==> src/gb_io_pkg.sv <==
// ------------------------------
// shared types and constants of the gb_io bus glue
// imported by every module except the RAM
// ------------------------------
`default_nettype none

package gb_io_pkg;

	// ------------------------------
	// bus types
	// ------------------------------
	typedef logic [15:0] addr_t;	// cpu address
	typedef logic [7:0]  byte_t;	// cpu data

	localparam int IRQ_COUNT = 5;	// vblank, lcdc, timer, serial, joypad
	typedef logic [IRQ_COUNT-1:0] irq_vec_t;

	// interrupt bit positions, 0 wins
	localparam int IRQ_VBLANK = 0;
	localparam int IRQ_LCDC   = 1;
	localparam int IRQ_TIMER  = 2;
	localparam int IRQ_SERIAL = 3;
	localparam int IRQ_JOYPAD = 4;

	// ------------------------------
	// memory map
	// ------------------------------
	localparam addr_t ADDR_JOYP = 16'hff00;
	localparam addr_t ADDR_SB   = 16'hff01;	// serial data, dummy
	localparam addr_t ADDR_SC   = 16'hff02;	// serial control
	localparam addr_t ADDR_IF   = 16'hff0f;
	localparam addr_t ADDR_IE   = 16'hffff;

	localparam int WRAM_AW  = 13;	// 8k work ram
	localparam int ZPRAM_AW = 7;	// zero page, 127 used

	localparam byte_t IRQ_VEC_BASE = 8'h40;	// rst vector of source 0, +8 per source
	localparam byte_t IRQ_VEC_NONE = 8'h55;	// ack with nothing pending
	localparam byte_t OPEN_BUS     = 8'hff;

	localparam int SERIAL_BIT_CYCLES_DEF = 512;	// ~8 kHz bit clock at 4 MHz

	// decoded bus target
	typedef enum logic [3:0] {
		REG_NONE, REG_CART_ROM, REG_CART_RAM, REG_WRAM, REG_ZPRAM,
		REG_JOYP, REG_SB, REG_SC, REG_IF, REG_IE
	} bus_region_t;

	typedef enum logic {SER_IDLE, SER_SHIFT} serial_state_t;

endpackage

`default_nettype wire
==> src/bus_decoder.sv <==
// ------------------------------
// cpu bus decode, write strobes and read data mux
// also drives the cartridge port
// ------------------------------
`default_nettype none

module bus_decoder (
	input  logic                              clk_cpu,
	input  logic                              reset,
	input  gb_io_pkg::addr_t                  cpu_addr,
	input  gb_io_pkg::byte_t                  cpu_do,
	input  logic                              cpu_rd,
	input  logic                              cpu_wr,
	input  logic                              irq_ack,
	input  gb_io_pkg::byte_t                  irq_vector,
	input  gb_io_pkg::byte_t                  if_do,
	input  gb_io_pkg::byte_t                  ie_do,
	input  gb_io_pkg::byte_t                  joyp_do,
	input  gb_io_pkg::byte_t                  sc_do,
	input  gb_io_pkg::byte_t                  wram_do,
	input  gb_io_pkg::byte_t                  zpram_do,
	input  gb_io_pkg::byte_t                  cart_do,
	output gb_io_pkg::byte_t                  cpu_di,
	output logic [gb_io_pkg::WRAM_AW-1:0]     wram_addr,
	output logic                              wram_we,
	output logic                              zpram_we,
	output logic                              joyp_we,
	output logic                              sc_we,
	output logic                              if_we,
	output logic                              ie_we,
	output gb_io_pkg::addr_t                  cart_addr,
	output logic                              cart_rd,
	output logic                              cart_wr,
	output gb_io_pkg::byte_t                  cart_di
);
	import gb_io_pkg::*;

	bus_region_t region;
	bus_region_t region_q;	// region of last cycle, for ram data
	logic        sel_cart;

	// ------------------------------
	// address decode
	// ------------------------------
	always_comb begin
		if (!cpu_addr[15])                            region = REG_CART_ROM;	// 0000-7fff
		else if (cpu_addr[15:13] == 3'b101)           region = REG_CART_RAM;	// a000-bfff
		else if (cpu_addr[15:13] == 3'b110)           region = REG_WRAM;	// c000-dfff
		else if (cpu_addr[15:13] == 3'b111 && cpu_addr < 16'hfe00)
			region = REG_WRAM;	// echo
		else if (cpu_addr == ADDR_IE)                 region = REG_IE;
		else if (&cpu_addr[15:ZPRAM_AW])              region = REG_ZPRAM;	// ff80-fffe
		else if (cpu_addr == ADDR_JOYP)               region = REG_JOYP;
		else if (cpu_addr == ADDR_SB)                 region = REG_SB;
		else if (cpu_addr == ADDR_SC)                 region = REG_SC;
		else if (cpu_addr == ADDR_IF)                 region = REG_IF;
		else                                          region = REG_NONE;	// vram, oam, rest of io
	end

	// echo e000-fdff lands on c000-ddff by dropping the top bits
	assign wram_addr = cpu_addr[WRAM_AW-1:0];

	assign wram_we  = cpu_wr && (region == REG_WRAM);
	assign zpram_we = cpu_wr && (region == REG_ZPRAM);
	assign joyp_we  = cpu_wr && (region == REG_JOYP);
	assign sc_we    = cpu_wr && (region == REG_SC);
	assign if_we    = cpu_wr && (region == REG_IF);
	assign ie_we    = cpu_wr && (region == REG_IE);

	// ------------------------------
	// cartridge port
	// ------------------------------
	assign sel_cart  = (region == REG_CART_ROM) || (region == REG_CART_RAM);
	assign cart_addr = cpu_addr;
	assign cart_rd   = cpu_rd && sel_cart;
	assign cart_wr   = cpu_wr && sel_cart;
	assign cart_di   = cpu_do;

	always_ff @(posedge clk_cpu) begin
		if (reset) region_q <= REG_NONE;
		else region_q <= region;	// ram read data lags one cycle
	end

	// ------------------------------
	// read mux
	// ------------------------------
	always_comb begin
		if (irq_ack) begin
			cpu_di = irq_vector;	// vector fetch
		end else begin
			case (region)
				REG_CART_ROM, REG_CART_RAM: cpu_di = cart_do;
				REG_WRAM:  cpu_di = (region_q == REG_WRAM) ? wram_do : OPEN_BUS;
				REG_ZPRAM: cpu_di = (region_q == REG_ZPRAM) ? zpram_do : OPEN_BUS;
				REG_JOYP:  cpu_di = joyp_do;
				REG_SC:    cpu_di = sc_do;
				REG_IF:    cpu_di = if_do;
				REG_IE:    cpu_di = ie_do;
				default:   cpu_di = OPEN_BUS;	// SB and unmapped
			endcase
		end
	end

endmodule

`default_nettype wire

==> config.mk <==
export PLATFORM = sky130hd
export DESIGN_NAME = bus_decoder
export DESIGN_NICKNAME = d
export VERILOG_FILES = /design/src/gb_io_pkg.sv /design/src/bus_decoder.sv
export SDC_FILE = /design/constraint.sdc
export NUM_CORES = 1
export LEC_CHECK = 0
export CAP_MARGIN = 20
export CORE_AREA = 2 2 64 66
export CTS_CLUSTER_SIZE = 20
export DETAILED_ROUTE_END_ITERATION = 10
export DIE_AREA = 0 0 66 68
export DONT_BUFFER_PORTS = 1
export HOLD_SLACK_MARGIN = 0.06
export PLACE_DENSITY = 0.43
export SYNTH_ARGS = -nofsm -noshare
export SYNTH_HDL_FRONTEND = slang
export SYNTH_SLANG_ARGS = --single-unit
==> constraint.sdc <==
create_clock -name clk_cpu -period 6.85 [get_ports clk_cpu]
set_input_delay 1.7125 -clock clk_cpu [delete_from_list [all_inputs] [get_ports clk_cpu]]
set_output_delay 1.7125 -clock clk_cpu [all_outputs]
set_load 0.005 [all_outputs]
## Yosys cells after proc, flatten, opt, wreduce, memory -nomap -nowiden

Cells that the tools add are included.

- Register bits: 4
- Logic and storage cells: 46

- Magnitude comparators: 1
- Equality and inequality tests: 18
- Muxes and demuxes: 14
- Reductions and logical operators: 12

Operators with widths:

| cell | number |
|---|---|
| $eq A16 B16 Y1 const B | 5 |
| $pmux W8 S7 | 1 |
| $mux W4 | 10 |
| $mux W8 | 3 |
| $eq A4 B3 Y1 const B | 4 |
| $lt A16 B16 Y1 const B | 1 |
| $eq A4 B2 Y1 const B | 3 |
| $eq A3 B3 Y1 const B | 3 |
| $logic_and A1 B1 Y1 | 9 |
| $reduce_and A9 Y1 | 1 |
| $eq A4 B4 Y1 const B | 2 |
| $eq A4 B1 Y1 const B | 1 |
| $reduce_or A2 Y1 | 1 |
| $logic_or A1 B1 Y1 | 1 |

## Longest topological paths before layout

Gate-level depths: netlist (run 1).

- Word-level depth: 15
- Depth in mapped cells: 7

## Worst setup path after synthesis (run 1)

Ideal clock, no wire load.

- Path kind: input to output
- Start point: input port cpu_addr[12]
- End point: output port cpu_di[0]
- Arrival time: 3,222 ps
- Data required time: 5,137 ps
- Setup slack: 1,915 ps
- Stages on the path: 7
- Path buffers: 1
- Path through: and4_1 and2_1 a31oi_1 buf_6 mux2_4 a211oi_2 a32oi_1

- Word-level cells in the longest chain between the ends: 15
- Elaborated cells between the ends (all ways): 29
- Those cells by class: order compare: 1; eq/ne: 13; mux: 12; reduce/logical: 3

RTL lines:

| item | line | RTL |
|---|---|---|
| start: declaration | bus_decoder.sv:10 | `input gb_io_pkg::addr_t cpu_addr,` |
| $eq A16 B16 Y1 | bus_decoder.sv:56 | `else if (cpu_addr == ADDR_IF) region = REG_IF;` |
| $mux W4 | bus_decoder.sv:56 |  |
| $mux W4 | bus_decoder.sv:55 | `else if (cpu_addr == ADDR_SC) region = REG_SC;` |
| $mux W4 | bus_decoder.sv:54 | `else if (cpu_addr == ADDR_SB) region = REG_SB;` |
| $mux W4 | bus_decoder.sv:53 | `else if (cpu_addr == ADDR_JOYP) region = REG_JOYP;` |
| $mux W4 | bus_decoder.sv:52 | `else if (&cpu_addr[15:ZPRAM_AW]) region = REG_ZPRAM;` |
| $mux W4 | bus_decoder.sv:51 | `else if (cpu_addr == ADDR_IE) region = REG_IE;` |
| $mux W4 (*) | bus_decoder.sv:49 | `else if (cpu_addr[15:13] == 3'b111 && cpu_addr < 16'hfe00)` |
| $mux W4 (*) | bus_decoder.sv:48 | `else if (cpu_addr[15:13] == 3'b110) region = REG_WRAM;` |
| $mux W4 (*) | bus_decoder.sv:47 | `else if (cpu_addr[15:13] == 3'b101) region = REG_CART_RAM;` |
| $mux W4 (*) | bus_decoder.sv:46 | `if (!cpu_addr[15]) region = REG_CART_ROM;` |
| $eq A4 B1 Y1 or $eq A4 B2 Y1 (tied branches) | bus_decoder.sv:91 | `case (region)` |
| $reduce_or A2 Y1 | bus_decoder.sv:91 |  |
| $pmux W8 S7 (*) | bus_decoder.sv:91 |  |
| $mux W8 (*) | bus_decoder.sv:88 | `if (irq_ack) begin` |
| end: declaration | bus_decoder.sv:23 | `output gb_io_pkg::byte_t cpu_di,` |

Mark *: on every way between the ends. The rest lies on a longest branch, timed or not.

## Final worst setup path (run 1)

- Start point: input port cpu_addr[12]
- End point: output port cpu_di[1]

The elaborated chain is that of the path after synthesis.

==> results of run 1 <==
-- cell type report --
| cell class | count | area (sq um) | area share (%) |
|---|---|---|---|
| clock buffers | 3 | 41.3 | 3.83 |
| well taps | 50 | 62.6 | 5.81 |
| inverters | 11 | 41.3 | 3.83 |
| flip-flops and latches | 4 | 80.1 | 7.43 |
| multi-input cells | 115 | 837 | 77.7 |
| repair buffers | 2 | 15.0 | 1.39 |
-- per-layer routing --
layer / up-vias / wire length [microns] / global-route usage, %
met2: 78 / 1900 / 27.3
met5: - / 0 / 0
met4: 0 / 51 / 5.61
met1: 528 / 1320 / 13.8
met3: 8 / 399 / 4.28
li1: 522 / - / -
-- power breakdown --
| group | leakage (nW) | switching [W] | internal [W] | total, W |
|---|---|---|---|---|
| Clock | 0.0216 | 0.0000143 | 0.0000376 | 0.0000519 |
| Combinational | 0.318 | 0.0000218 | 0.0000191 | 0.0000409 |
| Sequential | 0.0328 | 0.000000288 | 0.0000242 | 0.0000245 |
| Total | 0.372 | 0.0000363 | 0.0000810 | 0.000117 |
-- path summary, 6_finish.rpt --
| kind | end | slack [ns] | cells past startpoint |
|---|---|---|---|
| max | cpu_di[1] | 1.43 | 6 |
| min | region_q[0] | 1.55 | 1 |
-- per-stage QoR --
step	area [sq um]	utilization [%]	instances
after floorplan	1270	-	175
after global placement	1040	26.9	182
after detailed placement	1040	26.9	182
after CTS	1080	27.9	185
after global routing	1080	27.9	185
final	1080	27.9	185
-- synth_stat cells --
cell	n	area, sq um
sky130_fd_sc_hd__buf_4	37	278
sky130_fd_sc_hd__o21ai_0	18	90.1
sky130_fd_sc_hd__nand2_1	13	48.8
sky130_fd_sc_hd__inv_1	11	41.3
sky130_fd_sc_hd__nor2_1	11	41.3
sky130_fd_sc_hd__a211oi_2	8	100
sky130_fd_sc_hd__a22oi_1	8	60.1
sky130_fd_sc_hd__a32oi_1	8	70.1
sky130_fd_sc_hd__o21a_1	8	60.1
sky130_fd_sc_hd__mux2_4	7	105
sky130_fd_sc_hd__and2_1	4	25.0
sky130_fd_sc_hd__clkbuf_1	4	15.0
sky130_fd_sc_hd__dfxtp_1	4	80.1
sky130_fd_sc_hd__nand3_1	4	20.0
sky130_fd_sc_hd__a31oi_1	3	18.8
sky130_fd_sc_hd__and3_1	3	18.8
sky130_fd_sc_hd__buf_1	3	11.3
sky130_fd_sc_hd__a21oi_1	2	10.0
sky130_fd_sc_hd__and4_1	2	17.5
sky130_fd_sc_hd__nand4b_1	2	17.5
sky130_fd_sc_hd__nor3_1	2	10.0
sky130_fd_sc_hd__a211oi_1	1	7.51
sky130_fd_sc_hd__a21boi_1	1	7.51
sky130_fd_sc_hd__a31oi_2	1	12.5
sky130_fd_sc_hd__and4b_1	1	10.0
sky130_fd_sc_hd__buf_6	1	11.3
sky130_fd_sc_hd__mux2_2	1	11.3
sky130_fd_sc_hd__nand4_1	1	6.26
sky130_fd_sc_hd__nor2b_1	1	6.26
sky130_fd_sc_hd__nor4_4	1	21.3
sky130_fd_sc_hd__o21a_2	1	8.76
sky130_fd_sc_hd__o31ai_1	1	7.51
sky130_fd_sc_hd__or4b_2	1	10.0
sky130_fd_sc_hd__xor2_1	1	8.76
-- cell families (layout without fill, tap and decap cells) --
kind of cell,count (synthesis),after routing
xor+xnor,1,1
buf+inv,56,16
flops,4,4
simple gates,46,46
compound gates,60,60
mux,8,8
==> flow_summary.html, run 1 <==
<table>
<tr><th>Metric</th><th>Value</th></tr>
<tr><th colspan="2">Floorplanning</th></tr>
<tr><td>Initial core utilization</td><td>32.9%</td></tr>
<tr><td>Std-Cell Core Area</td><td>0.00386 sq mm</td></tr>
<tr><td>IO Count</td><td>146</td></tr>
<tr><td>Number of placement rows</td><td>23</td></tr>
<tr><td>DIE AREA</td><td>0.00449 sq mm</td></tr>
<tr><td>Die H</td><td>68 microns</td></tr>
<tr><td>Overall die width</td><td>66 microns</td></tr>
<tr><th colspan="2">Global route</th></tr>
<tr><td>Total routing resource utilization after global routing</td><td>14.0%</td></tr>
<tr><td>Maximum number of pins on one net before global-route repair</td><td>14</td></tr>
<tr><td>Wire length of the first global-routing pass</td><td>4640 microns</td></tr>
<tr><td>Number of global-route vias before repair</td><td>935</td></tr>
<tr><td>Number of antenna violations at the first check in global routing</td><td>0</td></tr>
<tr><td>Overflow after GRT</td><td>0</td></tr>
<tr><th colspan="2">Cells and area</th></tr>
<tr><td>Fillers</td><td>438</td></tr>
<tr><td>Registers with the highest flip-flop counts</td><td>region_q: 4 flops</td></tr>
<tr><td>Ratio of cells with drive above 1 in the final layout</td><td>19.3%</td></tr>
<tr><td>Net count, final</td><td>230</td></tr>
<tr><td>Largest reg by FF count</td><td>region_q</td></tr>
<tr><td>Max reg flops</td><td>4</td></tr>
<tr><td>Most common cell after layout, fill and taps aside</td><td>sky130_fd_sc_hd__o21ai_0</td></tr>
<tr><td>Area Growth Syn to Fin</td><td>-15.0%</td></tr>
<tr><td>Commonest non-fill, non-tap cells in the layout</td><td>sky130_fd_sc_hd__o21ai_0, sky130_fd_sc_hd__nand2_1, sky130_fd_sc_hd__nor2_1, sky130_fd_sc_hd__inv_1</td></tr>
<tr><td>Inserted Diodes</td><td>0</td></tr>
<tr><th colspan="2">Clocking</th></tr>
<tr><td>Deepest level of the CTS H-tree</td><td>1</td></tr>
<tr><td>Maximum clock path buffer count</td><td>2</td></tr>
<tr><td>Post-cts gate resize count</td><td>0</td></tr>
<tr><td>Number of buffers added to fix hold violations after cts</td><td>0</td></tr>
<tr><td>Clock transition at the registers of the reported paths</td><td>0.03 ns</td></tr>
<tr><td>Root cell of the clock tree</td><td>sky130_fd_sc_hd__clkbuf_8</td></tr>
<tr><td>Total setup buffers inserted after CTS</td><td>0</td></tr>
<tr><td>CTS tree</td><td>built</td></tr>
<tr><td>Sinks on the clock net</td><td>4</td></tr>
<tr><td>Number of clock buffers inserted by TritonCTS</td><td>3</td></tr>
<tr><th colspan="2">Drt</th></tr>
<tr><td>Routed wirelength normalized by instance count</td><td>19.8 microns</td></tr>
<tr><td>Vias</td><td>1136</td></tr>
<tr><td>First-pass detailed-route iteration total</td><td>4</td></tr>
<tr><td>Wire length after detailed routing</td><td>3670 microns</td></tr>
<tr><td>Post-route DRC</td><td>0</td></tr>
<tr><td>Number of vias per cell</td><td>6.14</td></tr>
<tr><td>Number of nets still failing antenna checks after routing</td><td>0</td></tr>
<tr><td>Number of DRC markers in iteration 0</td><td>20</td></tr>
<tr><th colspan="2">Status</th></tr>
<tr><td>Outcome</td><td>finished clean</td></tr>
<tr><th colspan="2">Timing</th></tr>
<tr><td>Slew Viols, Final</td><td>0</td></tr>
<tr><td>Final hold violation count</td><td>0</td></tr>
<tr><td>Setup-violating endpoint count in the final report</td><td>0</td></tr>
<tr><td>Actual slew at the worst max-slew pin</td><td>0.905 ns</td></tr>
<tr><td>Fmax</td><td>185 MHz</td></tr>
<tr><td>Minimum setup slack in the final design</td><td>1.43 ns</td></tr>
<tr><td>Unrepaired setup endpoints after global routing</td><td>false</td></tr>
<tr><td>Final Hold Slack</td><td>1.55 ns</td></tr>
<tr><td>Final TNS setup</td><td>0 ns</td></tr>
<tr><td>Post-route clock period utilization</td><td>79.1%</td></tr>
<tr><td>Max-slew headroom at the worst pin</td><td>39.5%</td></tr>
<tr><td>Shortest clock period the worst path allows after layout</td><td>5.42 ns</td></tr>
<tr><th colspan="2">Worst setup path</th></tr>
<tr><td>Maximum single-stage delay on the critical path</td><td>0.68 ns</td></tr>
<tr><td>Buf/Inv on CP</td><td>0</td></tr>
<tr><td>Worst setup startpoint</td><td>cpu_addr[12]</td></tr>
<tr><td>Slowest stage cell on the critical path</td><td>sky130_fd_sc_hd__a31oi_2</td></tr>
<tr><td>Required time of the critical path</td><td>5.14 ns</td></tr>
<tr><td>Data arrival time of the critical path</td><td>3.71 ns</td></tr>
<tr><td>Capturing element type of the critical path</td><td>output pin</td></tr>
<tr><td>Cell family with most CP delay</td><td>compound AO/OA/AOI/OAI gates</td></tr>
<tr><td>Critical path class</td><td>primary input to output pin</td></tr>
<tr><td>Kind of start point of the critical path</td><td>primary input</td></tr>
<tr><td>Critical path peak fanout</td><td>13</td></tr>
<tr><td>List of cells traversed by the critical path</td><td>and4_1 &gt; and2_1 &gt; a31oi_2 &gt; and4b_1 &gt; o21ai_0 &gt; a32oi_1</td></tr>
<tr><th colspan="2">Yosys</th></tr>
<tr><td>Unique cell type count in the Yosys netlist</td><td>34</td></tr>
<tr><td>Share of the synthesized netlist area taken by xor and xnor gates</td><td>0.691%</td></tr>
<tr><td>Proportion of synthesized chip area in sequential cells</td><td>6.32%</td></tr>
<tr><td>Simple-gate share of the synthesized area</td><td>19.9%</td></tr>
<tr><td>Synthesized cell area</td><td>0.00127 sq mm</td></tr>
<tr><td>Multiplexer area fraction after synthesis</td><td>9.18%</td></tr>
<tr><td>Mean instance size in the synthesized netlist</td><td>7.24 sq um</td></tr>
<tr><td>Flop and latch count out of synthesis</td><td>4</td></tr>
<tr><td>Area share of fa/ha/maj cells after synthesis</td><td>0%</td></tr>
<tr><td>Compound-gate portion of the synthesized area</td><td>35.7%</td></tr>
<tr><td>Largest family of logic cells by synthesized area</td><td>compound AO/OA/AOI/OAI gates</td></tr>
<tr><td>Synth warn</td><td>0</td></tr>
<tr><td>Synth Instances</td><td>175</td></tr>
<tr><td>Synth Net Count</td><td>268</td></tr>
<tr><th colspan="2">Placement</th></tr>
<tr><td>Sum of net half-perimeters after detailed placement</td><td>3000 microns</td></tr>
<tr><td>Port bufs</td><td>0</td></tr>
<tr><td>Global placement routability congestion</td><td>0.748</td></tr>
<tr><td>Post-place setup slack</td><td>1.45 ns</td></tr>
<tr><th colspan="2">Pwr</th></tr>
<tr><td>Static Leak</td><td>0.372 nW</td></tr>
<tr><td>P per Cell Area</td><td>109 mW/mm^2</td></tr>
<tr><td>Worst-case vdd ir drop</td><td>0.0477 mV</td></tr>
<tr><td>Overall power after layout</td><td>0.000117 W</td></tr>
<tr><th colspan="2">Worst hold path</th></tr>
<tr><td>Hold Crit Class</td><td>primary input to register</td></tr>
<tr><td>Startpoint of the most critical hold path</td><td>reset</td></tr>
<tr><th colspan="2">Run</th></tr>
<tr><td>Max_cap viols</td><td>0</td></tr>
</table>
No activity file was read; power rests on OpenSTA's default activity.
==> inputs of run 2 (changes only) <==
--- a/config.mk
+++ b/config.mk
@@ -5,14 +5,15 @@
 export SDC_FILE = /design/constraint.sdc
 export NUM_CORES = 1
 export LEC_CHECK = 0
+export ABC_AREA = 1
 export CAP_MARGIN = 20
-export CORE_AREA = 2 2 64 66
+export CORE_AREA = 2 2 67 69
 export CTS_CLUSTER_SIZE = 20
 export DETAILED_ROUTE_END_ITERATION = 10
-export DIE_AREA = 0 0 66 68
+export DIE_AREA = 0 0 69 71
 export DONT_BUFFER_PORTS = 1
 export HOLD_SLACK_MARGIN = 0.06
-export PLACE_DENSITY = 0.43
+export PLACE_DENSITY = 0.45
 export SYNTH_ARGS = -nofsm -noshare
 export SYNTH_HDL_FRONTEND = slang
 export SYNTH_SLANG_ARGS = --single-unit
==> constraint.sdc (replaced) <==
create_clock -name clk_cpu -period 4.3 [get_ports clk_cpu]
set_input_delay 1.075 -clock clk_cpu [delete_from_list [all_inputs] [get_ports clk_cpu]]
set_output_delay 1.075 -clock clk_cpu [all_outputs]
set_load 0.005 [all_outputs]
==> flow_summary.html, run 2 <==
<table>
<tr><th>Metric</th><th>Value</th></tr>
<tr><th colspan="2">Timing</th></tr>
<tr><td>Final Hold Slack</td><td>0.925 ns</td></tr>
<tr><td>Post-route clock period utilization</td><td>87.1%</td></tr>
<tr><td>Fmax</td><td>267 MHz</td></tr>
<tr><td>Unrepaired setup endpoints after global routing</td><td>false</td></tr>
<tr><td>Shortest clock period the worst path allows after layout</td><td>3.75 ns</td></tr>
<tr><td>Slew Viols, Final</td><td>0</td></tr>
<tr><td>Final hold violation count</td><td>0</td></tr>
<tr><td>Max-slew headroom at the worst pin</td><td>63.0%</td></tr>
<tr><td>Final TNS setup</td><td>0 ns</td></tr>
<tr><td>Actual slew at the worst max-slew pin</td><td>0.553 ns</td></tr>
<tr><td>Setup-violating endpoint count in the final report</td><td>0</td></tr>
<tr><th colspan="2">Drt</th></tr>
<tr><td>First-pass detailed-route iteration total</td><td>4</td></tr>
<tr><td>Vias</td><td>1392</td></tr>
<tr><td>Number of DRC markers in iteration 0</td><td>37</td></tr>
<tr><td>Wire length after detailed routing</td><td>4080 microns</td></tr>
<tr><td>Number of vias per cell</td><td>5.17</td></tr>
<tr><td>Number of nets still failing antenna checks after routing</td><td>0</td></tr>
<tr><td>Post-route DRC</td><td>0</td></tr>
<tr><td>Routed wirelength normalized by instance count</td><td>15.2 microns</td></tr>
<tr><th colspan="2">Worst setup path</th></tr>
<tr><td>Capturing element type of the critical path</td><td>output pin</td></tr>
<tr><td>List of cells traversed by the critical path</td><td>nand2_1 &gt; nor2_1 &gt; a21oi_2 &gt; nor2_2 &gt; nand2_4 &gt; inv_2 &gt; o21ai_1 &gt; nand2_1 &gt; nand2_2 &gt; nor2_1 &gt; a21oi_1</td></tr>
<tr><td>Worst setup startpoint</td><td>cpu_addr[12]</td></tr>
<tr><td>Critical path peak fanout</td><td>11</td></tr>
<tr><td>Critical path class</td><td>primary input to output pin</td></tr>
<tr><td>Kind of start point of the critical path</td><td>primary input</td></tr>
<tr><td>Slowest stage cell on the critical path</td><td>sky130_fd_sc_hd__a21oi_2</td></tr>
<tr><td>Maximum single-stage delay on the critical path</td><td>0.38 ns</td></tr>
<tr><td>End point of the critical path</td><td>cpu_di[3]</td></tr>
<tr><td>Required time of the critical path</td><td>3.22 ns</td></tr>
<tr><td>Data arrival time of the critical path</td><td>2.67 ns</td></tr>
<tr><th colspan="2">Yosys</th></tr>
<tr><td>Mean instance size in the synthesized netlist</td><td>5.52 sq um</td></tr>
<tr><td>Synth Net Count</td><td>348</td></tr>
<tr><td>Yosys top cell by area</td><td>sky130_fd_sc_hd__buf_4</td></tr>
<tr><td>Top area cells in the synthesized netlist</td><td>sky130_fd_sc_hd__buf_4, sky130_fd_sc_hd__nor2_1, sky130_fd_sc_hd__nand2_1</td></tr>
<tr><td>Synthesized cell area</td><td>0.00141 sq mm</td></tr>
<tr><td>Unique cell type count in the Yosys netlist</td><td>26</td></tr>
<tr><td>Synth Instances</td><td>255</td></tr>
<tr><td>Synth warn</td><td>0</td></tr>
<tr><td>Most instantiated library cell after synthesis</td><td>sky130_fd_sc_hd__nor2_1</td></tr>
<tr><td>Number of synthesized flops with an enable pin</td><td>0</td></tr>
<tr><td>Proportion of synthesized chip area in sequential cells</td><td>5.69%</td></tr>
<tr><td>Top cells by instance count after synthesis</td><td>sky130_fd_sc_hd__nor2_1, sky130_fd_sc_hd__nand2_1, sky130_fd_sc_hd__buf_4</td></tr>
<tr><td>Fraction of synthesized cell area taken by the top area cell type</td><td>20.8%</td></tr>
<tr><td>Post-synth ARST share</td><td>0%</td></tr>
<tr><td>Most instantiated flip-flop cell in the synthesis netlist</td><td>sky130_fd_sc_hd__dfxtp_1</td></tr>
<tr><td>Flop and latch count out of synthesis</td><td>4</td></tr>
<tr><th colspan="2">Clocking</th></tr>
<tr><td>Number of clock buffers inserted by TritonCTS</td><td>3</td></tr>
<tr><td>CTS tree</td><td>built</td></tr>
<tr><td>Number of buffers added to fix hold violations after cts</td><td>0</td></tr>
<tr><td>Maximum clock path buffer count</td><td>2</td></tr>
<tr><td>Sinks on the clock net</td><td>4</td></tr>
<tr><td>Clock transition at the registers of the reported paths</td><td>0.03 ns</td></tr>
<tr><td>Total setup buffers inserted after CTS</td><td>0</td></tr>
<tr><td>Deepest level of the CTS H-tree</td><td>1</td></tr>
<tr><td>Post-cts gate resize count</td><td>0</td></tr>
<tr><td>Root cell of the clock tree</td><td>sky130_fd_sc_hd__clkbuf_8</td></tr>
<tr><th colspan="2">Global route</th></tr>
<tr><td>Maximum number of pins on one net before global-route repair</td><td>24</td></tr>
<tr><td>Number of global-route vias before repair</td><td>1280</td></tr>
<tr><td>Number of antenna violations at the first check in global routing</td><td>0</td></tr>
<tr><td>Total routing resource utilization after global routing</td><td>15.4%</td></tr>
<tr><td>Wire length of the first global-routing pass</td><td>6100 microns</td></tr>
<tr><td>Overflow after GRT</td><td>0</td></tr>
<tr><th colspan="2">Cells and area</th></tr>
<tr><td>Most common cell after layout, fill and taps aside</td><td>sky130_fd_sc_hd__nor2_1</td></tr>
<tr><td>Net count, final</td><td>312</td></tr>
<tr><td>Ratio of cells with drive above 1 in the final layout</td><td>10.1%</td></tr>
<tr><td>Commonest non-fill, non-tap cells in the layout</td><td>sky130_fd_sc_hd__nor2_1, sky130_fd_sc_hd__nand2_1, sky130_fd_sc_hd__inv_1, sky130_fd_sc_hd__nand3_1, sky130_fd_sc_hd__nand4_1</td></tr>
<tr><td>Fillers</td><td>513</td></tr>
<tr><td>Largest reg by FF count</td><td>region_q</td></tr>
<tr><td>Post-layout util</td><td>28.4%</td></tr>
<tr><td>Number of standard cells in the final layout excluding fillers</td><td>269</td></tr>
<tr><td>Max reg flops</td><td>4</td></tr>
<tr><td>Sequential cell area</td><td>80.1 sq um</td></tr>
<tr><td>Area Growth Syn to Fin</td><td>-15.0%</td></tr>
<tr><td>Area of the multi-input gates</td><td>876 sq um</td></tr>
<tr><td>Inserted Diodes</td><td>0</td></tr>
<tr><td>Registers with the highest flip-flop counts</td><td>region_q: 4 flops</td></tr>
<tr><th colspan="2">Pwr</th></tr>
<tr><td>Sequential share of power</td><td>22.2%</td></tr>
<tr><td>Cell Int Power</td><td>0.000116 W</td></tr>
<tr><td>Share of power burned in combinational logic</td><td>33.4%</td></tr>
<tr><td>Net switching fraction of the power</td><td>34.1%</td></tr>
<tr><td>Clock network fraction of design power</td><td>44.4%</td></tr>
<tr><td>Overall power after layout</td><td>0.000176 W</td></tr>
<tr><td>Power dissipated by switching net loads</td><td>0.0000601 W</td></tr>
<tr><td>Worst-case vdd ir drop</td><td>0.153 mV</td></tr>
<tr><td>P per Cell Area</td><td>147 mW/mm^2</td></tr>
<tr><td>Static Leak</td><td>0.582 nW</td></tr>
<tr><th colspan="2">Floorplanning</th></tr>
<tr><td>Die H</td><td>71 microns</td></tr>
<tr><td>DIE AREA</td><td>0.00490 sq mm</td></tr>
<tr><td>Initial core utilization</td><td>33.5%</td></tr>
<tr><td>IO Count</td><td>146</td></tr>
<tr><td>Number of placement rows</td><td>24</td></tr>
<tr><td>Overall die width</td><td>69 microns</td></tr>
<tr><td>Std-Cell Core Area</td><td>0.00420 sq mm</td></tr>
<tr><th colspan="2">Placement</th></tr>
<tr><td>Global placement routability congestion</td><td>0.759</td></tr>
<tr><td>Port bufs</td><td>0</td></tr>
<tr><td>Total placed cells including tap cells</td><td>265</td></tr>
<tr><td>Sum of net half-perimeters after detailed placement</td><td>3380 microns</td></tr>
<tr><th colspan="2">Status</th></tr>
<tr><td>Outcome</td><td>finished clean</td></tr>
<tr><th colspan="2">Run</th></tr>
<tr><td>Max_cap viols</td><td>0</td></tr>
<tr><th colspan="2">Worst hold path</th></tr>
<tr><td>Hold Crit Class</td><td>primary input to register</td></tr>
</table>
-- run 2: changes by cell type after synthesis, sizes merged, moves of 9 or more --
cell,before,now
a211oi,9,0
nand4,1,16
nand2,13,54
o21a,9,0
nand3,4,24
nor2,11,54
inv,11,31
-- run 2: per-stage QoR --
stage          worst slack (ns)  area, sq um
6_report                  0.554         1190
5_1_grt                   0.231         1190
4_1_cts                   0.491         1190
3_5_place_dp              0.497         1150
3_3_place_gp              0.491         1150
2_1_floorplan             0.970         1410
-- run 2: power groups by stage --
stage,sequential (W),clock [W],combinational (W)
floorplan,0.0000395,0,0.0000786
global placement,0.0000396,0,0.0000602
detailed placement,0.0000396,0,0.0000599
CTS,0.0000391,0.0000801,0.0000602
global route,0.0000393,0.0000829,0.0000678
finish,0.0000391,0.0000782,0.0000589
-- run 2: how the worst min path moves through the flow --
stage	startpoint	to	slack (ns)	depth (start not counted)
finish	reset	region_q[0]	0.93	1
global route	reset	region_q[1]	0.92	1
CTS	reset	region_q[0]	0.92	1
detailed placement	reset	region_q[3]	1.15	1
global placement	reset	region_q[3]	1.15	1
floorplan	reset	region_q[3]	1.14	1
-- run 2: area by class of cell --
class / instances / area share (%)
repair buffers: 2 / 1.05
flip-flops and latches: 4 / 6.70
inverters: 32 / 10.1
clock buffers: 3 / 3.46
multi-input cells: 176 / 73.3
well taps: 52 / 5.45
-- run 2: routing by layer --
metal | vias up | GRT usage, % | routed length [microns] | share of wire, %
met5 | - | 0 | 0 | 0
met1 | 608 | 16.5 | 1430 | 35
met4 | 0 | 2.40 | 27 | 0.66
li1 | 704 | - | - | -
met3 | 2 | 6.84 | 500 | 12
met2 | 78 | 28.6 | 2120 | 52
-- run 2: logic make-up after synthesis --
logic type	Yosys count	synth area share, %
flops	4	5.69
buf+inv	75	32.0
compound gates	19	7.83
simple gates	157	54.4
-- run 2: critical path: cells and delay by family --
kind	cells	cell delay (ns)
simple gates	7	0.75
buf+inv	1	0.12
compound gates	3	0.72
